<file path="config.mk">
export PLATFORM = sky130hd
export DESIGN_NAME = scanOut_flat
export DESIGN_NICKNAME = d
export VERILOG_FILES = /design/src/source/textModePkg.sv /design/src/source/memPortIf.sv /design/src/source/scanOut.sv /design/src/flat_wrapper.sv
export SDC_FILE = /design/constraint.sdc
export NUM_CORES = 1
export LEC_CHECK = 0
export ABC_AREA = 1
export BUFFER_PORTS_ARGS = -buffer_cell sky130_fd_sc_hd__buf_2
export CORE_AREA = 3 3 79 96
export DETAILED_ROUTE_END_ITERATION = 8
export DIE_AREA = 0 0 82 99
export GPL_TIMING_DRIVEN = 0
export HOLD_SLACK_MARGIN = 0.08
export PLACE_DENSITY = 0.92
export SLEW_MARGIN = 20
export SYNTH_ARGS = -nofsm -noshare
export SYNTH_HDL_FRONTEND = slang
export SYNTH_SLANG_ARGS = --single-unit
</file>
<file path="constraint.sdc">
create_clock -name clock -period 4.2 [get_ports clock]
set_input_delay 0.42 -clock clock [delete_from_list [all_inputs] [get_ports clock]]
set_output_delay 0.42 -clock clock [all_outputs]
set_load 0.05 [all_outputs]
</file>
<file path="src/source/textModePkg.sv">
// Screen geometry, cell layout and pixel slice types of the text display.
// Shared by the memory block, the scan-out engine and the top level.
`default_nettype none

package textModePkg;

	// a cell is four 32-bit words, word 0 selects glyph and colors
	localparam int CellWords = 4;
	localparam int GlyphCount = 128;
	localparam int GlyphRows = 8;

	typedef logic [9:0] cellIxT;
	typedef logic [2:0] lineT;
	typedef logic [3:0] colorT;
	typedef logic [6:0] glyphCodeT;
	typedef logic [31:0] cellWordT;
	typedef cellWordT [CellWords-1:0] cellT;

	typedef struct packed {
		logic [16:0] spare;
		colorT bg;
		colorT fg;
		glyphCodeT code;
	} cellWord0T;

	typedef logic [7:0] glyphRowT;
	// row 0 in the low byte
	typedef glyphRowT [GlyphRows-1:0] glyphT;

	typedef struct packed {
		cellIxT cellIx;
		lineT line;
		glyphRowT bits;
		colorT fg;
		colorT bg;
	} pixSliceT;

endpackage

`default_nettype wire

</file>
<file path="src/source/memPortIf.sv">
// Single-cycle memory access port.
// The requester pulses access with a payload; readData and okay follow
// one cycle later. Payload and read data types are set per instance.
`timescale 1ns/1ns
`default_nettype none

interface memPortIf #(
	parameter type payloadT = logic [31:0],
	parameter type dataT = logic [31:0]
);

	logic access;
	payloadT payload;
	dataT readData;
	logic okay;

	modport requester
	(
		output access,
		output payload,
		input readData,
		input okay
	);

	modport memory
	(
		input access,
		input payload,
		output readData,
		output okay
	);

endinterface

`default_nettype wire

</file>
<file path="src/source/scanOut.sv">
// Scan-out engine. While enabled it walks column, scanline and text row,
// issuing one cell index per cycle. Cell and glyph row come back through a
// three stage pipeline and leave as registered pixel slices.
`timescale 1ns/1ns
`default_nettype none

module scanOut
	import textModePkg::*;
#(
	parameter int Columns = 8,
	parameter int TextRows = 4
)
(
	input wire logic clock,
	input wire logic rstN,
	input wire logic scanEnable,
	input wire cellIxT scanBase,
	memPortIf.requester cells,
	output glyphCodeT glyphIx,
	input wire glyphT glyphData,
	output logic pixValid,
	output pixSliceT pixSlice
);

	localparam int ColW = (Columns > 1) ? $clog2(Columns) : 1;
	localparam int RowW = (TextRows > 1) ? $clog2(TextRows) : 1;

	logic [ColW-1:0] col;
	lineT line;
	logic [RowW-1:0] row;
	cellIxT rowStart;
	logic lastCol;
	logic lastLine;
	logic lastRow;

	logic s1Valid;
	cellIxT s1Ix;
	lineT s1Line;
	logic s2Valid;
	cellIxT s2Ix;
	lineT s2Line;
	colorT s2Fg;
	colorT s2Bg;
	cellWord0T word0;

	assign lastCol = (col == ColW'(Columns - 1));
	assign lastLine = &line;
	assign lastRow = (row == RowW'(TextRows - 1));

	assign cells.access = scanEnable;
	assign cells.payload = scanBase + rowStart + cellIxT'(col);

	// stage 1, cell word 0 picks the glyph
	assign word0 = cellWord0T'(cells.readData[0]);
	assign glyphIx = word0.code;

	always_ff @(posedge clock or negedge rstN)
	begin
		if (!rstN)
		begin
			col <= '0;
			line <= '0;
			row <= '0;
			rowStart <= '0;
		end
		else if (!scanEnable)
		begin
			// next enable starts again at the base cell
			col <= '0;
			line <= '0;
			row <= '0;
			rowStart <= '0;
		end
		else
		begin
			col <= lastCol ? '0 : col + 1'b1;
			if (lastCol)
			begin
				line <= line + 1'b1;
				if (lastLine)
				begin
					row <= lastRow ? '0 : row + 1'b1;
					rowStart <= lastRow ? '0 : rowStart + cellIxT'(Columns);
				end
			end
		end
	end

	always_ff @(posedge clock or negedge rstN)
	begin
		if (!rstN)
		begin
			s1Valid <= 1'b0;
			s2Valid <= 1'b0;
			pixValid <= 1'b0;
		end
		else
		begin
			s1Valid <= scanEnable;
			s2Valid <= s1Valid;
			pixValid <= s2Valid;
		end
	end

	always_ff @(posedge clock)
	begin
		s1Ix <= cells.payload;
		s1Line <= line;
		s2Ix <= s1Ix;
		s2Line <= s1Line;
		s2Fg <= word0.fg;
		s2Bg <= word0.bg;
		// stage 3, pick this scanline out of the glyph
		pixSlice <= pixSliceT'{
			cellIx: s2Ix,
			line: s2Line,
			bits: glyphData[s2Line],
			fg: s2Fg,
			bg: s2Bg
		};
	end

endmodule

`default_nettype wire

</file>
<file path="src/flat_wrapper.sv">
// flat-port wrapper written by rule: the top's interface ports become plain ports
module scanOut_flat import textModePkg::*;
#(
	parameter int Columns = 8,
	parameter int TextRows = 4
)
  (clock, rstN, scanEnable, scanBase, glyphIx, glyphData, pixValid, pixSlice, cells_access, cells_payload, cells_readData, cells_okay);
  memPortIf cells_i ();
  input wire logic clock;
  input wire logic rstN;
  input wire logic scanEnable;
  input wire cellIxT scanBase;
  output glyphCodeT glyphIx;
  input wire glyphT glyphData;
  output logic pixValid;
  output pixSliceT pixSlice;
  output wire logic [$bits(cells_i.access)-1:0] cells_access;
  output wire logic [$bits(cells_i.payload)-1:0] cells_payload;
  input wire logic [$bits(cells_i.readData)-1:0] cells_readData;
  input wire logic [$bits(cells_i.okay)-1:0] cells_okay;
  assign cells_access = cells_i.access;
  assign cells_payload = cells_i.payload;
  assign cells_i.readData = cells_readData;
  assign cells_i.okay = cells_okay;
  scanOut #(.Columns(Columns), .TextRows(TextRows)) u_core (.clock(clock), .rstN(rstN), .scanEnable(scanEnable), .scanBase(scanBase), .cells(cells_i), .glyphIx(glyphIx), .glyphData(glyphData), .pixValid(pixValid), .pixSlice(pixSlice));
endmodule
</file>
; Word-level counts from Yosys, hierarchy flattened
; Cells that the tools add are included.
[totals]
ff_bits = 68
in_bits = 110
out_inout_bits = 70
wordCells = 41
[op_classes]
add_sub_neg = 6
order_cmp = 1
n_eq_ne = 4
n_mux = 14
n_reduce_logical = 2
[op_table]
columns = op, n
row1 = 10-bit two-way mux, 4
row2 = 32-bit by 3-bit adder with 32-bit output, 1
row3 = 8-bit binary-select mux with 3-bit select, 1
row4 = 3-bit two-way mux, 4
row5 = 10-bit by 10-bit adder with 11-bit output, 1
row6 = "10-bit by 4-bit adder with 10-bit output, second input constant", 1
row7 = 2-bit two-way mux, 4
row8 = 8-bit two-way mux, 1
row9 = "3-bit by 1-bit adder with 3-bit output, second input constant", 2
row10 = "3-bit by 4-bit < comparator with 1-bit output, second input constant", 1
row11 = "2-bit by 1-bit != test with 1-bit output, second input constant", 2
row12 = "3-bit == test, second input constant", 1
row13 = 3-bit AND reduction, 1
row14 = "2-bit by 1-bit adder with 2-bit output, second input constant", 1
row15 = "2-bit == test, second input constant", 1
row16 = 2-bit AND reduction, 1

; Logic depth before layout (Yosys ltp)
[depth]
word_depth = 5
mapped_depth = 12

; Worst setup path after synthesis
; No wires, ideal clock.
[synth_path]
kind = input to output
start = input port scanBase[0]
end = output port cells_payload[6]
arrival_ps = 2157
path_slack_ps = 1623
path_stages = 7
path_buffers = 0
cell_sequence = ha_1 -> inv_1 -> fa_1 -> o21ai_2 -> nand2_1 -> nor2_2 -> xor2_1
[synth_between]
elab_chain_len = 2
[synth_lines]
columns = element, line
row1 = from (decl), flat_wrapper.sv:12  ; input wire cellIxT scanBase;
row2 = 10-bit by 10-bit adder with 11-bit output, scanOut.sv:51  ; assign cells.payload = scanBase + rowStart + cellIxT'(col);
row3 = 32-bit by 3-bit adder with 32-bit output, scanOut.sv:51
row4 = to (decl), flat_wrapper.sv:18  ; output wire logic [$bits(cells_i.payload)-1:0] cells_payload;
; Every way passes these cells.

; Worst setup path after layout
[layout_path]
start = register u_core.col[0]
end = output port cells_payload[10]
[layout_between]
elab_chain_len = 1
[layout_lines]
columns = element, line
row1 = from (decl), scanOut.sv:28  ; logic [ColW-1:0] col;
row2 = from (signal assigned), scanOut.sv:76  ; col <= lastCol ? '0 : col + 1'b1;
row3 = 32-bit by 3-bit adder with 32-bit output, scanOut.sv:51
; Every way passes these cells.

==> results.py <==
metrics = {
    "timing": {
        "drv_slew": 0,
        "worst_pin_slew_ns": 0.5432,
        "setup_tns_ns": 0,
        "hold_viol_final": 0,
        "fin_crit_ns": 2.882,
        "setup_viol": 0,
        "holdWs_ns": 0.2918,
        "rsz0062_at_grt": "no",
        "fin_crit_sh": 0.6862,
        "timing.slew.headroom": 0.6378,
        "fmax_mhz": 347.0,
        "finalClockSkew_ns": 0.01255,
        "fin_ws_ns": 1.318,
    },
    "synth": {
        "synth_edf_count": 0,
        "synthesis.instances": 375,
        "postSynth.asyncResetShare": 0.2769,
        "ys_ff_latch": 65,
        "seq_area_frac_synth": 0.4482,
        "synth_area_um2": 3104,
        "syn_avg_cell_area_um2": 8.278,
        "yosys_warnings": 0,
        "synth_most_common_cell": "nand2_1",
        "synth-main-ff-cell": "dfxtp_1",
        "synth.distinct_cells": 31,
        "synth_top_area_share": 0.3031,
        "yosysTopAreaCell": "dfxtp_1",
        "yosys-top-cells-count": "68 x nand2_1, 60 x nor2_1, 47 x dfxtp_1, 36 x buf_4, 30 x inv_1",
        "synthTopCellsByArea": "dfxtp_1 30%, dfrtp_1 15%, buf_4 8.7%, nand2_1 8.2%, nor2_1 7.3%",
    },
    "setup_path": {
        "cp.arrival_ns": 2.46,
        "crit_path_frequent_cell": "nand2_1",
        "crit_required_ns": 3.78,
        "crit_slowest_cell": "fa_1",
        "path_cells": "ha_1 -> inv_1 -> fa_1 -> o21ai_2 -> nand2_1 -> nor2_2 -> nand2_1 -> nor2_2 -> nand2_1 -> nand2_1 -> nand2_1 -> inv_1 -> buf_2",
        "startpoint": "u_core.col[0]",
        "path_class": "flop to output pin",
        "critPathCaptureType": "output pin",
        "r2r-start": "u_core.col[0]",
        "cp_max_fo": 3,
        "cpPeakStageDelay_ns": 0.42,
        "cp-start-kind": "flop",
    },
    "routing": {
        "drt_iter0_drc": 146,
        "routed_wl_um": 7615,
        "ant_nets": 0,
        "vias": 2873,
        "vias_per_cell": 4.612,
        "dr.pass1.iters": 4,
        "drc": 0,
        "wire_per_inst_um": 12.22,
    },
    "placement": {
        "postPlaceCellArea_um2": 3892,
        "dp_cells": 606,
        "place_ws_ns": 1.529,
        "place_congestion": 0.8568,
        "port_buffers": 111,
        "dpl.hpwl_um": 6137,
    },
    "global_routing": {
        "grt-ovfl-total": 0,
        "grt_pass1_wl_um": 11770,
        "grt_use_total": 0.1889,
        "grt_max_degree": 19,
        "antenna_found_initial": 0,
        "grt_pass1_vias": 2688,
    },
    "clock_network": {
        "clock_sinks": 65,
        "clockBufferDepth": 2,
        "root_buffer": "clkbuf_8",
        "insertion_delay_ns": 0.33,
        "tritoncts": "yes",
        "cts_resized": 0,
        "cts_max_level": 3,
        "cts_buffers": 9,
        "path_clk_slew_ns": 0.07,
    },
    "layout": {
        "syn2layout_area_growth_pct": 31.92,
        "drive_gt1_frac": 0.3265,
        "fin_area_um2": 4095,
        "final_cell_count_no_fill": 623,
        "fin_nets": 658,
        "diodes": 0,
    },
    "power_and_ir_drop": {
        "leakage_nw": 2.238,
        "power_density_nw_per_um2": 380.2,
        "ir_drop_mv": 0.3384,
    },
    "floorplan": {
        "rows": 33,
        "initial_core_util": 0.4584,
        "dieArea_um2": 8118,
        "core-area_um2": 6771,
        "io_pins": 180,
        "fp.dieW_um": 82,
        "die_y_um": 99,
    },
    "min_path": {
        "min_path_type": "input port to flop",
        "min_from": "scanEnable",
    },
    "run": {
        "drv_cap": 0,
    },
    "run_status": {
        "status": "finished clean",
    },
}
logic make-up (layout without fill, tap and decap cells):
kind of cell	after synthesis	after routing	share of synthesized area
other cells	1	34	0.001208
simple gates	153	153	0.2056
flops	65	65	0.4482
xor+xnor	11	11	0.03345
compound gates	49	49	0.1008
buf+inv	79	207	0.1399
fa+ha+maj	17	17	0.07094
repair_timing:
item / in CTS / in global routing
hold buffers: 1 / 0
hold endpoints to repair: 18 / 0
buffers inserted: 0 / 0
placed cells by master, fill, tap and decap left out, types with 2 or more instances in the layout:
| master | synthesis | final |
|---|---|---|
| nor2_2 | 4 | 4 |
| dfxtp_1 | 47 | 47 |
| dfrtp_1 | 18 | 18 |
| clkbuf_8 | 0 | 9 |
| conb_1 | 1 | 34 |
| nor2_1 | 60 | 60 |
| nand3_1 | 12 | 12 |
| buf_2 | 2 | 113 |
| clkbuf_1 | 8 | 9 |
| clkinvlp_4 | 0 | 2 |
| inv_1 | 30 | 30 |
| o21ai_0 | 22 | 22 |
| nand2_1 | 68 | 68 |
| xor2_1 | 6 | 6 |
| xnor2_1 | 4 | 4 |
| a21oi_1 | 9 | 9 |
| buf_4 | 36 | 36 |
| ha_1 | 16 | 16 |
| o32ai_1 | 16 | 16 |
| nand3b_1 | 3 | 3 |
worst max-delay path: cells and delay by family, from the launching register on:
family | cells | cell delay (ns)
compound gates | 1 | 0.19
buf+inv | 3 | 0.35
fa+ha+maj | 2 | 0.61
simple gates | 7 | 0.60
flops | 1 | 0.39
final cells by class:
class | count | area (um2)
Inverter | 32 | 120.1
Timing Repair Buffer | 112 | 565.5
Tap cell | 87 | 108.9
Sequential cell | 65 | 1391
Clock inverter | 6 | 65.06
Fill cell | 602 | 2676
Multi-Input combinational cell | 264 | 1403
Buffer | 47 | 314.1
Clock buffer | 10 | 127.6
metal layers:
layer  GRT usage  up-vias  part of all wire
met1      0.2299     1279              0.40
met5           0        -                 0
li1            -     1456                 -
met2      0.3155      131              0.50
met3     0.05027        7             0.089
met4     0.06777        0             0.014
final timing paths:
path                                       endpoint  slack, ns  depth (start not counted)
max in group asynchronous             u_core.col[0]       3.35                          2
worst max-delay path              cells_payload[10]       1.32                         13
worst min register to register  u_core.pixSlice[25]       0.33                          0
worst max register to register   u_core.rowStart[9]       2.29                         11
min in group asynchronous        u_core.rowStart[9]       0.55                          2
worst min-delay path                 u_core.s1Valid       0.29                          1
sequential cells by signal (all words and copies together) (netlist names):
register         flops
u_core.s1Line        3
u_core.pixValid      1
u_core.s2Line        3
u_core.col           3
u_core.rowStart      7
u_core.s2Valid       1
u_core.row           2
u_core.line          3
u_core.s2Ix         10
u_core.pixSlice     21
u_core.s1Ix         10
u_core.s1Valid       1
metrics by stage:
step | util | total power, mW
global placement | 0.5748 | 1.054
floorplan | - | 0.9722
CTS | 0.6048 | 1.574
finish | 0.6048 | 1.557
detailed placement | 0.5748 | 1.062
global route | 0.6048 | 1.630
power breakdown:
group          switching (mW)  internal (mW)  total (mW)
sequential             0.0129          0.670       0.683
combinational           0.266          0.100       0.367
clock                   0.232          0.275       0.507
total                   0.511           1.05        1.56
Power figures use the tool's default switching activity.
