$ cat src/source/hostBusPkg.sv
// Host bus address map and request payload.
// Region in the top two address bits, then a per-region field layout.
`default_nettype none

package hostBusPkg;

	typedef logic [15:0] hostAddrT;
	typedef logic [31:0] hostWordT;
	typedef logic [1:0] regionT;
	typedef logic [1:0] ctrlIxT;

	localparam int RegionMsb = 15;
	localparam int RegionLsb = 14;
	// region 2 is left unmapped
	localparam regionT RegionCells = 2'd0;
	localparam regionT RegionGlyphs = 2'd1;
	localparam regionT RegionCtrl = 2'd3;

	localparam int CellIxLsb = 4;
	localparam int WordMsb = 3;
	localparam int WordLsb = 2;
	localparam int GlyphMsb = 9;
	localparam int GlyphLsb = 3;
	localparam int HalfBit = 2;
	localparam int CtrlIxMsb = 3;
	localparam int CtrlIxLsb = 2;

	localparam ctrlIxT CtrlEnable = 2'd0;
	localparam ctrlIxT CtrlBase = 2'd1;

	typedef struct packed {
		hostAddrT addr;
		logic write;
		hostWordT writeData;
	} hostReqT;

endpackage

`default_nettype wire

$ cat src/source/memPortIf.sv
// Single-cycle memory access port.
// The requester pulses access with a payload; readData and okay follow
// one cycle later. Payload and read data types are set per instance.
`timescale 1ns/1ns
`default_nettype none

interface memPortIf #(
	parameter type payloadT = logic [31:0],
	parameter type dataT = logic [31:0]
);

	logic access;
	payloadT payload;
	dataT readData;
	logic okay;

	modport requester
	(
		output access,
		output payload,
		input readData,
		input okay
	);

	modport memory
	(
		input access,
		input payload,
		output readData,
		output okay
	);

endinterface

`default_nettype wire

$ cat src/source/hostPort.sv
// Host side of the display: turns a four-phase req/ack transaction into
// exactly one memory access and holds its result until the host lets go.
`timescale 1ns/1ns
`default_nettype none

module hostPort
	import hostBusPkg::*;
(
	input wire logic clock,
	input wire logic rstN,
	input wire logic hostReq,
	input wire hostAddrT hostAddr,
	input wire logic hostWrite,
	input wire hostWordT hostWriteData,
	output logic hostAck,
	output hostWordT hostReadData,
	output logic hostOkay,
	memPortIf.requester mem
);

	typedef enum logic [1:0] {
		StateIdle,
		StateAccess,
		StateCapture,
		StateAcked
	} stateT;

	stateT state;

	always_ff @(posedge clock or negedge rstN)
	begin
		if (!rstN)
			state <= StateIdle;
		else
		begin
			unique case (state)
				StateIdle: if (hostReq) state <= StateAccess;
				StateAccess: state <= StateCapture;
				StateCapture: state <= StateAcked;
				// held here while the host keeps req high
				StateAcked: if (!hostReq) state <= StateIdle;
			endcase
		end
	end

	always_ff @(posedge clock)
	begin
		if (state == StateIdle && hostReq)
			mem.payload <= hostReqT'{addr: hostAddr, write: hostWrite, writeData: hostWriteData};
		if (state == StateCapture)
		begin
			hostReadData <= mem.readData;
			hostOkay <= mem.okay;
		end
	end

	assign mem.access = (state == StateAccess);
	assign hostAck = (state == StateAcked);

endmodule

`default_nettype wire

$ cat src/flat_wrapper.sv
// flat-port wrapper written by rule: the top's interface ports become plain ports
module hostPort_flat import hostBusPkg::*;
  (clock, rstN, hostReq, hostAddr, hostWrite, hostWriteData, hostAck, hostReadData, hostOkay, mem_access, mem_payload, mem_readData, mem_okay);
  memPortIf mem_i ();
  input wire logic clock;
  input wire logic rstN;
  input wire logic hostReq;
  input wire hostAddrT hostAddr;
  input wire logic hostWrite;
  input wire hostWordT hostWriteData;
  output logic hostAck;
  output hostWordT hostReadData;
  output logic hostOkay;
  output wire logic [$bits(mem_i.access)-1:0] mem_access;
  output wire logic [$bits(mem_i.payload)-1:0] mem_payload;
  input wire logic [$bits(mem_i.readData)-1:0] mem_readData;
  input wire logic [$bits(mem_i.okay)-1:0] mem_okay;
  assign mem_access = mem_i.access;
  assign mem_payload = mem_i.payload;
  assign mem_i.readData = mem_readData;
  assign mem_i.okay = mem_okay;
  hostPort u_core (.clock(clock), .rstN(rstN), .hostReq(hostReq), .hostAddr(hostAddr), .hostWrite(hostWrite), .hostWriteData(hostWriteData), .hostAck(hostAck), .hostReadData(hostReadData), .hostOkay(hostOkay), .mem(mem_i));
endmodule
$ cat config.mk
export PLATFORM = sky130hd
export DESIGN_NAME = hostPort_flat
export DESIGN_NICKNAME = d
export VERILOG_FILES = /design/src/source/hostBusPkg.sv /design/src/source/memPortIf.sv /design/src/source/hostPort.sv /design/src/flat_wrapper.sv
export SDC_FILE = /design/constraint.sdc
export NUM_CORES = 1
export LEC_CHECK = 0
export BUFFER_PORTS_ARGS = -buffer_cell sky130_fd_sc_hd__buf_2
export CORE_ASPECT_RATIO = 0.75
export CORE_UTILIZATION = 40
export CTS_CLUSTER_DIAMETER = 200
export DETAILED_ROUTE_END_ITERATION = 12
export PLACE_DENSITY = 0.84
export SETUP_SLACK_MARGIN = 0.3
export SYNTH_ARGS = -nofsm -noshare
export SYNTH_HDL_FRONTEND = slang
export SYNTH_SLANG_ARGS = --single-unit
$ cat constraint.sdc
create_clock -name clock -period 1.96 [get_ports clock]
set_input_delay 0.392 -clock clock [delete_from_list [all_inputs] [get_ports clock]]
set_output_delay 0.392 -clock clock [all_outputs]
set_load 0.05 [all_outputs]
Yosys cells after proc, flatten, opt, wreduce, memory -nomap -nowiden
Index checks and enable logic that the tools add are counted.
{ "totals": {"reg_bits": 67, "in_bits": 85} }
{ "classes": {"n_eq_ne": 5, "mux": 3, "reduce_logical": 3} }
{ "op_table": {"columns": ["operator", "count"], "rows": [
  ["2-bit one-hot mux with 4 select lines", 1],
  ["2-bit equality test (second input constant)", 2],
  ["2-bit two-way mux", 2],
  ["2-bit != test (second input constant)", 2],
  ["2-bit by 1-bit equality test with 1-bit output (second input constant)", 1],
  ["2-bit logical NOT", 1],
  ["2-bit AND reduction", 1],
  ["1-bit logical AND", 1]
]} }

Logic depth before layout (Yosys ltp)
Gate-level depths: netlist of the first run.
{ "depth": {"word_depth": 3, "depth_mapped": 4} }

Worst setup path after synthesis of the first run
No wires, ideal clock.
{ "synth_path": {"path_type": "reg-to-reg", "startpoint": "register u_core.state[0]", "endpoint": "register u_core.hostOkay (enable)", "setup_ps": 393, "t_arrival_ps": 1403, "path_slack_ps": 163, "path_stages_with_launch": 3, "n_path_buf": 0, "period_less_slack_ps": 1797, "path_cell_list": "dfrtp_1 > inv_1 > ha_1"} }
{ "synth_via": {"elab_chain_len": 1} }
{ "synth_rtl": {"columns": ["item", "line_no", "rtl"], "rows": [
  ["from (decl)", "hostPort.sv:28", "stateT state;"],
  ["from (signal assigned)", "hostPort.sv:33", "state <= StateIdle;"],
  ["from (signal assigned)", "hostPort.sv:37", "StateIdle: if (hostReq) state <= StateAccess;"],
  ["from (signal assigned)", "hostPort.sv:38", "StateAccess: state <= StateCapture;"],
  ["2-bit equality test", "hostPort.sv:50", "if (state == StateCapture)"],
  ["to (signal assigned)", "hostPort.sv:53", "hostOkay <= mem.okay;"],
  ["to (decl)", "hostPort.sv:17", "output logic hostOkay,"]
]} }
Every way passes these cells.
A chain may end at the register's enable or synchronous reset.

Worst setup path in the final report of the first run
{ "layout_path": {"startpoint": "register u_core.state[1]", "endpoint": "output mem_access"} }
{ "layout_via": {"elab_chain_len": 1} }
{ "layout_rtl": {"columns": ["item", "line_no", "rtl"], "rows": [
  ["2-bit by 1-bit equality test with 1-bit output", "hostPort.sv:57", "assign mem.access = (state == StateAccess);"],
  ["to (decl)", "flat_wrapper.sv:14", "output wire logic [$bits(mem_i.access)-1:0] mem_access;"]
]} }
Every way passes these cells.

==> results of run 1 <==
==> repair_timing <==
| action | CTS | global route |
|---|---|---|
| hold buffers | 1 | 0 |
| hold endpoints to repair | 2 | 0 |
| endpoints found under the setup margin | 1 | 0 |
| buffers inserted | 2 | 0 |
| resized for setup | 1 | 0 |
==> worst min-delay path by stage <==
stage                                 start                          endpoint  slack (ps)  cells past startpoint
final                     hostWriteData[15]  u_core.mem.payload[15]$_DFFE_PP_         230                      1
after floorplan                        rstN       u_core.state[0]$_DFFE_PN0P_         100                      0
after global placement                 rstN       u_core.state[0]$_DFFE_PN0P_         180                      1
after global routing      hostWriteData[28]  u_core.mem.payload[28]$_DFFE_PP_         200                      1
after detailed placement               rstN       u_core.state[1]$_DFFE_PN0P_         180                      1
after CTS                 hostWriteData[28]  u_core.mem.payload[28]$_DFFE_PP_         210                      1
==> synthesized netlist by cell type (all sizes together) <==
library cell / instances
edfxtp: 65
ha: 7
dfrtp: 2
inv: 2
mux2i: 2
and2: 1
mux2: 1
nor2: 1
==> per-stage QoR <==
step                std cells  instance area [um2]
detailed placement        289                 2930
finish                    308                 3170
global placement          289                 2930
global route              308                 3170
floorplan                  81                 2140
CTS                       308                 3170
==> flip-flops by register name (all words and copies together) (netlist names) <==
signal	flops
u_core.hostOkay	1
u_core.state	2
u_core.mem.payload	32
u_core.hostReadData	32
==> power groups by stage <==
stage / Sequential [uW] / Combinational, uW / Clock [uW]
3_5_place_dp: 2160 / 1900 / 0
3_3_place_gp: 2140 / 1870 / 0
6_report: 2120 / 1930 / 1210
5_1_grt: 2150 / 2030 / 1320
4_1_cts: 2130 / 1950 / 1250
2_1_floorplan: 3240 / 361 / 0
==> placed cells by master, fill, tap and decap left out <==
cell           Yosys  layout
ha_1               7       6
buf_4              0       4
ha_2               0       1
clkinv_1           0       2
dfrtp_1            2       2
clkinvlp_4         0       2
buf_2              0     133
inv_1              2       2
clkbuf_8           0       9
dlygate4sd3_1      0       1
bufinv_16          0       2
buf_12             0       1
edfxtp_1          65      65
mux2i_1            2       2
and2_2             1       1
nor2_1             1       1
inv_6              0       1
mux2_1             1       1
==> logic make-up (layout without fill, tap and decap cells) <==
family,after synthesis,in the layout
fa+ha+maj,7,7
buf+inv,2,157
flops,67,67
mux,3,3
simple gates,2,2
==> layer usage <==
layer  vias to the layer above  wire (um)  GRT usage [%]
li1                        616          -              -
met1                       619       1600           17.0
met2                        66       2280           27.0
met3                         6        279           7.91
met4                         0         63           5.83
met5                         -          0              0
==> cell type report <==
cell class / count / area (um2) / area share (%)
flip-flops and latches: 67 / 2000 / 63.1
multi-input cells: 12 / 133 / 4.18
clock inverters: 7 / 91.3 / 2.88
inverters: 2 / 7.51 / 0.237
well taps: 72 / 90.1 / 2.84
clock buffers: 9 / 124 / 3.90
repair buffers: 139 / 726 / 22.9
==> flow_metrics.py, run 1 <==
metrics = {
    "synthesis": {
        "yosys.area.top_type": "edfxtp_1",
        "synth_top_area_share_pct": 91.2,
        "synthXorXnorAreaFrac_pct": 0,
        "synth.avg_cell_area_um2": 26.4,
        "synth.area.mux_share_pct": 1.46,
        "synth_compound_area_share_pct": 0,
        "ys_warn_count": 0,
        "ys_seq_elements": 67,
        "netlist_instances": 81,
        "ys_seq_area_share_pct": 93.6,
        "syn_area_um2": 2140,
        "synth_area_leaders": "edfxtp_1 91%, ha_1 4.1%, dfrtp_1 2.3%, mux2i_1 0.94%, mux2_1 0.53%",
        "synth_top_family_by_area": "adder cells",
        "synth.distinct_cells": 8,
        "syn-num-nets": 173,
        "synth_simple_gate_area_share_pct": 0.526,
        "synthAdderAreaFrac_pct": 4.09,
    },
    "placement": {
        "place_ws_ps": 472,
        "gp_routability_congestion": 0.628,
        "io_buffers": 134,
    },
    "sta": {
        "fin_skew_ps": 5.27,
        "fmax_mhz": 628,
        "rsz0062_at_grt": "no",
        "setup_violations": 0,
        "hold_viol_final": 0,
        "finalCritPeriodShare_pct": 81.3,
        "slew_headroom_pct": 73.0,
        "tightest_slew_ps": 405,
        "period_minus_slack_ps": 1590,
        "fin_ws_ps": 367,
        "holdWs_ps": 230,
        "fin_setup_tns_ps": 0,
        "finalMaxSlewViolations": 0,
    },
    "detailed_routing": {
        "viasPerCell": 4.24,
        "post_drt_wl_per_cell_um": 13.7,
        "routed_wl_mm": 4.22,
        "initialDrtViolationCount": 55,
        "drc": 0,
        "postRouteAntennaNets": 0,
        "vias": 1307,
        "dr.pass1.iters": 4,
    },
    "critical_path": {
        "endpoint": "mem_access",
        "path_depth": 3,
        "reg2reg_slack_ps": 460,
        "max_stage_delay_ps": 410,
        "rr_endpoint": "u_core.hostReadData[19]$_DFFE_PN_",
        "path_max_fanout": 4,
        "cp_num_buf_inv": 2,
        "required_ps": 1570,
        "crit_family": "flip-flops",
        "cp-start-kind": "register",
        "crit_arrival_ps": 1200,
        "crit-reg2reg-launch": "u_core.state[0]$_DFFE_PN0P_",
        "setup.worst_path.start": "u_core.state[1]$_DFFE_PN0P_",
        "crit_path_end_kind": "output pin",
        "reg2reg_depth": 3,
        "path_cells": "inv_1 > ha_1 > buf_4",
        "crit_slowest_cell": "dfrtp_1",
        "critPathKind": "reg2out",
    },
    "final_layout": {
        "syn_to_final_growth_pct": 48.3,
        "fillers": 399,
        "fin_util_pct": 63.3,
        "antenna_cells": 0,
        "nets": 323,
        "layout-drive-gt1-share_pct": 65.3,
    },
    "cts": {
        "h-tree-depth": 3,
        "clk_latency_ps": 330,
        "clkSinkCount": 67,
        "ctsRootBufferMaster": "clkbuf_8",
        "clk_pin_slew_ps": 70,
        "cts_tree": "built",
        "clockBufferDepth": 2,
        "cts_inserted_buffers": 9,
    },
    "global_routing": {
        "grt_remaining_overflow": 0,
        "grt_pass1_wl_mm": 6.23,
        "antenna_found_initial": 0,
        "track_usage_pct": 15.8,
        "grt_max_degree": 34,
        "grt_pass1_vias": 1222,
    },
    "pwr": {
        "p_switching_uw": 2130,
        "powerDensity_nw_per_um2": 1660,
        "internal_power_uw": 3130,
        "total_power_uw": 5260,
        "p_leak_uw": 0.00137,
        "pwr-share-comb_pct": 36.7,
        "switching_share_pct": 40.5,
        "pwr-share-seq_pct": 40.3,
        "ir_drop_v": 0.00105,
        "p_clk_share_pct": 23.0,
    },
    "floorplan": {
        "dieArea_um2": 5650,
        "initial_utilization_pct": 42.7,
        "fp-row-count": 22,
        "die_x_um": 86.5,
        "num_io_pins": 152,
        "die_h_um": 65.3,
        "core_um2": 5010,
    },
    "status": {
        "status": "finished, final reports clean",
    },
    "job": {
        "cap_violations": 0,
    },
    "worst_hold_path": {
        "hold_path_class": "in2reg",
    },
}
No activity file was read; power rests on OpenSTA's default activity.
==> run 2: changes to the inputs <==
--- a/config.mk
+++ b/config.mk
@@ -5,12 +5,13 @@
 export SDC_FILE = /design/constraint.sdc
 export NUM_CORES = 1
 export LEC_CHECK = 0
+export ABC_AREA = 1
 export BUFFER_PORTS_ARGS = -buffer_cell sky130_fd_sc_hd__buf_2
 export CORE_ASPECT_RATIO = 0.75
 export CORE_UTILIZATION = 40
 export CTS_CLUSTER_DIAMETER = 200
 export DETAILED_ROUTE_END_ITERATION = 12
-export PLACE_DENSITY = 0.84
+export PLACE_DENSITY = 0.83
 export SETUP_SLACK_MARGIN = 0.3
 export SYNTH_ARGS = -nofsm -noshare
 export SYNTH_HDL_FRONTEND = slang
==> constraint.sdc (replaced) <==
create_clock -name clock -period 1.6 [get_ports clock]
set_input_delay 0.32 -clock clock [delete_from_list [all_inputs] [get_ports clock]]
set_output_delay 0.32 -clock clock [all_outputs]
set_load 0.05 [all_outputs]
==> run 2 against run 1 <==
Critical path type is now reg2reg; global-route usage grew 2.8 points; highest routed layer unchanged; wire length grew 23%; synthesized cell count grew 16%; largest power group is now combinational cells; die area grew 1.5%; clock power grew 22%.
==> flow_metrics.py, run 2 <==
metrics = {
    "final_layout": {
        "syn_to_final_growth_pct": 63.2,
        "regArea_um2": 2000,
        "mostFrequentLayoutCells": "127 x buf_2, 65 x edfxtp_1, 11 x buf_4",
        "final_area_um2": 3540,
        "layout_commonest_cell": "buf_2",
        "top_regs": "u_core.hostReadData (32), u_core.mem.payload (32), u_core.state (2)",
        "layout-drive-gt1-share_pct": 68.1,
        "antenna_cells": 0,
        "fillers": 358,
        "multiInputGateArea_um2": 198,
        "nets": 351,
        "fin_util_pct": 70.0,
    },
    "global_routing": {
        "antenna_found_initial": 0,
        "grt_max_degree": 18,
        "grt-busiest-layer": "met2",
        "gr-usage-met1_pct": 18.2,
        "use_met2_pct": 33.7,
        "grt_pass1_vias": 1473,
        "track_usage_pct": 18.6,
        "met3_usage_pct": 8.74,
        "grt_pass1_wl_mm": 7.29,
        "grt_remaining_overflow": 0,
    },
    "synthesis": {
        "yosys.area.top_type": "edfxtp_1",
        "synth.avg_cell_area_um2": 23.1,
        "ys_seq_area_share_pct": 92.2,
        "ys_warn_count": 0,
        "syn-num-nets": 186,
        "async_flop_share_pct": 2.99,
        "synth.distinct_cells": 8,
        "netlist_instances": 94,
        "yosysMostFrequentCell": "edfxtp_1",
        "synth_area_leaders": "edfxtp_1 90%, ha_1 4.0%, dfrtp_1 2.3%, inv_1 1.2%, nand2_1 1.2%",
        "ys.flop_type": "edfxtp_1",
        "syn_area_um2": 2170,
        "ys_seq_elements": 67,
        "netlist_top_cells_count": "65 x edfxtp_1, 7 x ha_1, 7 x inv_1, 7 x nand2_1, 4 x nand3_1",
        "synth_edf_count": 65,
        "synth_top_area_share_pct": 89.9,
    },
    "critical_path": {
        "path_max_fanout": 6,
        "reg2reg_slack_ps": 130,
        "max_stage_delay_ps": 380,
        "cp_num_buf_inv": 5,
        "critPathKind": "reg2reg",
        "required_ps": 1700,
        "crit_family": "buffers and inverters",
        "crit_slowest_cell": "dfrtp_1",
        "crit_arrival_ps": 1570,
        "crit_path_end_kind": "register",
        "cp-start-kind": "register",
        "path_cells": "inv_2 > buf_12 > ha_4 > nand2_4 > clkinvlp_4 > buf_12 > buf_16",
        "cp_common_cell": "buf_12",
    },
    "placement": {
        "placed_area_um2": 3000,
        "dp_hpwl_mm": 3.61,
        "place_ws_ps": 133,
        "io_buffers": 134,
        "gp_routability_congestion": 0.775,
    },
    "floorplan": {
        "core_um2": 5060,
        "fp-row-count": 22,
        "dieArea_um2": 5730,
        "initial_utilization_pct": 42.9,
        "num_io_pins": 152,
        "die_x_um": 87.1,
        "die_h_um": 65.8,
    },
    "sta": {
        "rsz0062_at_grt": "yes",
        "fin_ws_ps": 129,
        "slew_headroom_pct": 81.8,
        "fin_setup_tns_ps": 0,
        "tightest_slew_ps": 276,
        "period_minus_slack_ps": 1470,
        "fin_skew_ps": 10.9,
        "hold_viol_final": 0,
        "setup_violations": 0,
        "finalMaxSlewViolations": 0,
        "finalCritPeriodShare_pct": 92.0,
        "fmax_mhz": 680,
    },
    "status": {
        "status": "finished, final reports clean",
    },
    "cts": {
        "cts_tree": "built",
        "cts_inserted_buffers": 9,
        "clkSinkCount": 67,
        "clk_latency_ps": 330,
        "clk_pin_slew_ps": 70,
        "clockBufferDepth": 2,
        "ctsRootBufferMaster": "clkbuf_8",
        "h-tree-depth": 3,
    },
    "pwr": {
        "p_leak_uw": 0.00153,
        "ir_drop_v": 0.00112,
        "powerDensity_nw_per_um2": 2050,
    },
    "detailed_routing": {
        "drc": 0,
        "postRouteAntennaNets": 0,
        "initialDrtViolationCount": 53,
        "routed_wl_mm": 5.20,
        "post_drt_wl_per_cell_um": 15.5,
        "dr.pass1.iters": 4,
        "viasPerCell": 4.42,
        "vias": 1480,
    },
    "job": {
        "cap_violations": 0,
    },
    "worst_hold_path": {
        "hold_path_class": "in2reg",
    },
}
==> run 2: changes by cell type after synthesis, moves of 2 or more <==
cell     before  now
nand3_1       0    4
mux2i_1       2    0
inv_1         2    7
nand2_1       0    7
==> run 2: area by class of cell <==
class                           instances  share of cell area, %
Inverter                                8                   1.02
Clock inverter                          6                   2.51
Tap cell                               72                   2.54
Timing Repair Buffer                  154                   28.3
Clock buffer                            9                   3.49
Sequential cell                        67                   56.5
Multi-Input combinational cell         19                   5.58
==> run 2: worst paths after layout <==
path / endpoint / depth (start not counted) / from
worst max-delay path: u_core.mem.payload[3]$_DFFE_PP_ / 7 / u_core.state[1]$_DFFE_PN0P_
worst min-delay path: u_core.hostReadData[22]$_DFFE_PN_ / 1 / mem_readData[22]
worst max register to register: u_core.mem.payload[3]$_DFFE_PP_ / 7 / u_core.state[1]$_DFFE_PN0P_
worst min register to register: u_core.state[1]$_DFFE_PN0P_ / 4 / u_core.state[1]$_DFFE_PN0P_
max in group asynchronous: u_core.state[0]$_DFFE_PN0P_ / 2 / rstN
min in group asynchronous: u_core.state[0]$_DFFE_PN0P_ / 2 / rstN
==> run 2: kinds of logic after synthesis <==
kind of cell	count (synthesis)	share of synthesized area (%)
adders and majority gates	7	4.03
buffers and inverters	8	1.38
DFF	67	92.2
and+or+nand+nor	12	2.42
==> run 2: metrics by stage <==
step	total power, uW	std cells	hold slack (ps)
4_1_cts	7210	332	140
2_1_floorplan	4480	94	24.4
3_3_place_gp	5070	303	107
5_1_grt	7560	335	129
3_5_place_dp	5140	303	112
6_report	7270	335	161
==> run 2: repair_timing <==
item                                    CTS  global route
gates cloned                              4             0
gates resized for setup                  18            14
hold endpoints to repair                  2             0
pin swaps                                 0             1
endpoints found under the setup margin   41            72
hold buffers                              1             0
buffers inserted                          9             3
==> run 2: report_power, final <==
group          switching [uW]  internal, uW  total, uW
clock                     612           870       1480
combinational            2130          1040       3160
sequential                143          2480       2620
total                    2880          4390       7270
==> run 2: metal layers <==
layer / vias to the layer above / routed length [um]
met5: - / 0
met4: 0 / 78
met3: 7 / 536
met2: 85 / 2780
met1: 705 / 1800
li1: 683 / -
==> run 2: worst register-to-register path: cells and delay by family, from the launching register on <==
| family | cells | cell delay [ps] |
|---|---|---|
| buf+inv | 5 | 650 |
| fa+ha+maj | 1 | 150 |
| flops | 1 | 380 |
| simple gates | 1 | 60 |
==> run 3: changes to the inputs <==
--- a/config.mk
+++ b/config.mk
@@ -5,13 +5,13 @@
 export SDC_FILE = /design/constraint.sdc
 export NUM_CORES = 1
 export LEC_CHECK = 0
-export ABC_AREA = 1
 export BUFFER_PORTS_ARGS = -buffer_cell sky130_fd_sc_hd__buf_2
 export CORE_ASPECT_RATIO = 0.75
 export CORE_UTILIZATION = 40
 export CTS_CLUSTER_DIAMETER = 200
 export DETAILED_ROUTE_END_ITERATION = 12
-export PLACE_DENSITY = 0.83
+export MAX_ROUTING_LAYER = met4
+export PLACE_DENSITY = 0.84
 export SETUP_SLACK_MARGIN = 0.3
 export SYNTH_ARGS = -nofsm -noshare
 export SYNTH_HDL_FRONTEND = slang
==> run 3 against run 2 <==
Clock skew down 3.7 ps; final cell count down 5.4%; clock-buffer cell count unchanged; fmax up 0.97%; sequential cell count unchanged; hold slack worse by 3.3 ps; critical path depth down 4.
==> flow_metrics.py, run 3 (same netlist as run 1, synthesis figures left out) <==
metrics = {
    "cts": {
        "ctsRootBufferMaster": "clkbuf_8",
        "clk_latency_ps": 330,
        "clkSinkCount": 67,
        "cts_inserted_buffers": 9,
        "cts_tree": "built",
        "clk_pin_slew_ps": 70,
        "clockBufferDepth": 2,
        "h-tree-depth": 3,
    },
    "critical_path": {
        "path_max_fanout": 3,
        "max_stage_delay_ps": 440,
        "required_ps": 1280,
        "path_cells": "inv_4 > ha_4 > buf_8",
        "cp-start-kind": "register",
        "crit-reg2reg-launch": "u_core.state[0]$_DFFE_PN0P_",
        "critPathKind": "reg2out",
        "cp_num_buf_inv": 2,
        "crit_family": "flip-flops",
        "setup.worst_path.start": "u_core.state[1]$_DFFE_PN0P_",
        "crit_arrival_ps": 1140,
        "crit_slowest_cell": "dfrtp_2",
        "crit_path_end_kind": "output pin",
    },
    "floorplan": {
        "fp-row-count": 22,
        "die_h_um": 65.3,
        "core_um2": 5010,
        "dieArea_um2": 5650,
        "initial_utilization_pct": 42.7,
        "die_x_um": 86.5,
        "num_io_pins": 152,
    },
    "detailed_routing": {
        "routed_wl_mm": 4.85,
        "postRouteAntennaNets": 0,
        "vias": 1374,
        "initialDrtViolationCount": 28,
        "viasPerCell": 4.33,
        "drc": 0,
        "post_drt_wl_per_cell_um": 15.3,
        "dr.pass1.iters": 4,
    },
    "final_layout": {
        "layout-drive-gt1-share_pct": 71.0,
        "final_cell_count_no_fill": 317,
        "fin_util_pct": 67.8,
        "mostFrequentLayoutCells": "126 x buf_2, 65 x edfxtp_1, 11 x buf_4",
        "fillers": 368,
        "top_regs": "u_core.hostReadData (32), u_core.mem.payload (32), u_core.state (2)",
        "nets": 332,
        "syn_to_final_growth_pct": 58.7,
        "antenna_cells": 0,
        "layout_commonest_cell": "buf_2",
    },
    "worst_hold_path": {
        "hold_path_class": "in2reg",
        "min_from": "hostWriteData[3]",
    },
    "global_routing": {
        "grt_max_degree": 21,
        "met3_usage_pct": 7.79,
        "grt_remaining_overflow": 0,
        "grt_pass1_wl_mm": 7.04,
        "antenna_found_initial": 0,
        "gr-usage-met1_pct": 17.1,
        "grt-busiest-layer": "met2",
        "track_usage_pct": 18.9,
        "use_met2_pct": 34.5,
        "grt_pass1_vias": 1428,
    },
    "sta": {
        "fin_skew_ps": 7.30,
        "tightest_slew_ps": 271,
        "setup_violations": 0,
        "slew_headroom_pct": 82.1,
        "period_minus_slack_ps": 1460,
        "finalMaxSlewViolations": 0,
        "rsz0062_at_grt": "yes",
        "finalCritPeriodShare_pct": 91.1,
        "holdWs_ps": 157,
        "fin_setup_tns_ps": 0,
        "hold_viol_final": 0,
        "fmax_mhz": 686,
    },
    "placement": {
        "dp.cells": 289,
        "gp_routability_congestion": 0.776,
        "io_buffers": 134,
        "dp_hpwl_mm": 3.42,
    },
    "job": {
        "cap_violations": 0,
    },
    "pwr": {
        "ir_drop_v": 0.00133,
        "powerDensity_nw_per_um2": 2090,
        "p_leak_uw": 0.00146,
    },
    "status": {
        "status": "finished, final reports clean",
    },
}
[run 3: cell count changes in the layout (fill, tap and decap cells not counted), moves of 3 or more]
cell	previous run	this run
inv_1	4	0
nand3_1	4	0
nand2_1	6	0
clkinvlp_4	3	0
buf_16	4	0
[run 3: power breakdown]
group / switching (uW) / internal, uW / leakage [uW]
clock network: 608 / 1030 / 0.000121
registers: 128 / 2490 / 0.000626
logic: 2030 / 818 / 0.000709
total: 2770 / 4340 / 0.00146
[run 3: routing by layer]
metal  wire length [um]  vias to the layer above
met1               1620                      676
li1                   -                      634
met2               2810                       55
met4                107                        0
met5                  0                        -
met3                309                        9
[run 3: per-stage QoR]
stage	total power, uW	area (um2)	worst slack, ps
floorplan	4470	2170	266
global placement	5010	2960	231
detailed placement	5070	2960	196
CTS	6980	3290	129
global route	7380	3390	89.3
finish	7110	3390	143
[run 3: timing repair]
| action | 4_1_cts | 5_1_grt |
|---|---|---|
| hold buffers | 1 | 0 |
| pin swaps | 1 | 0 |
| buffers inserted | 3 | 8 |
| endpoints found under the setup margin | 62 | 36 |
| resized for setup | 12 | 18 |
| endpoints found under the hold margin | 2 | 0 |
[run 3: layout make-up]
type	count	area (um2)	share of cell area, %
flip-flops and latches	67	2000	59.0
repair buffers	148	857	25.2
multi-input cells	12	190	5.60
clock buffers	9	124	3.65
clock inverters	7	116	3.43
well taps	72	90.1	2.65
inverters	2	12.5	0.369
[run 3: worst paths after layout]
kind | end | slack (ps) | depth (start not counted)
setup / recovery | mem_access | 140 | 3
hold / removal | u_core.mem.payload[3]$_DFFE_PP_ | 160 | 1
setup reg to reg | u_core.mem.payload[14]$_DFFE_PP_ | 150 | 5
hold reg to reg | u_core.state[1]$_DFFE_PN0P_ | 730 | 2
max in group asynchronous | u_core.state[1]$_DFFE_PN0P_ | 1200 | 2
min in group asynchronous | u_core.state[0]$_DFFE_PN0P_ | 300 | 2
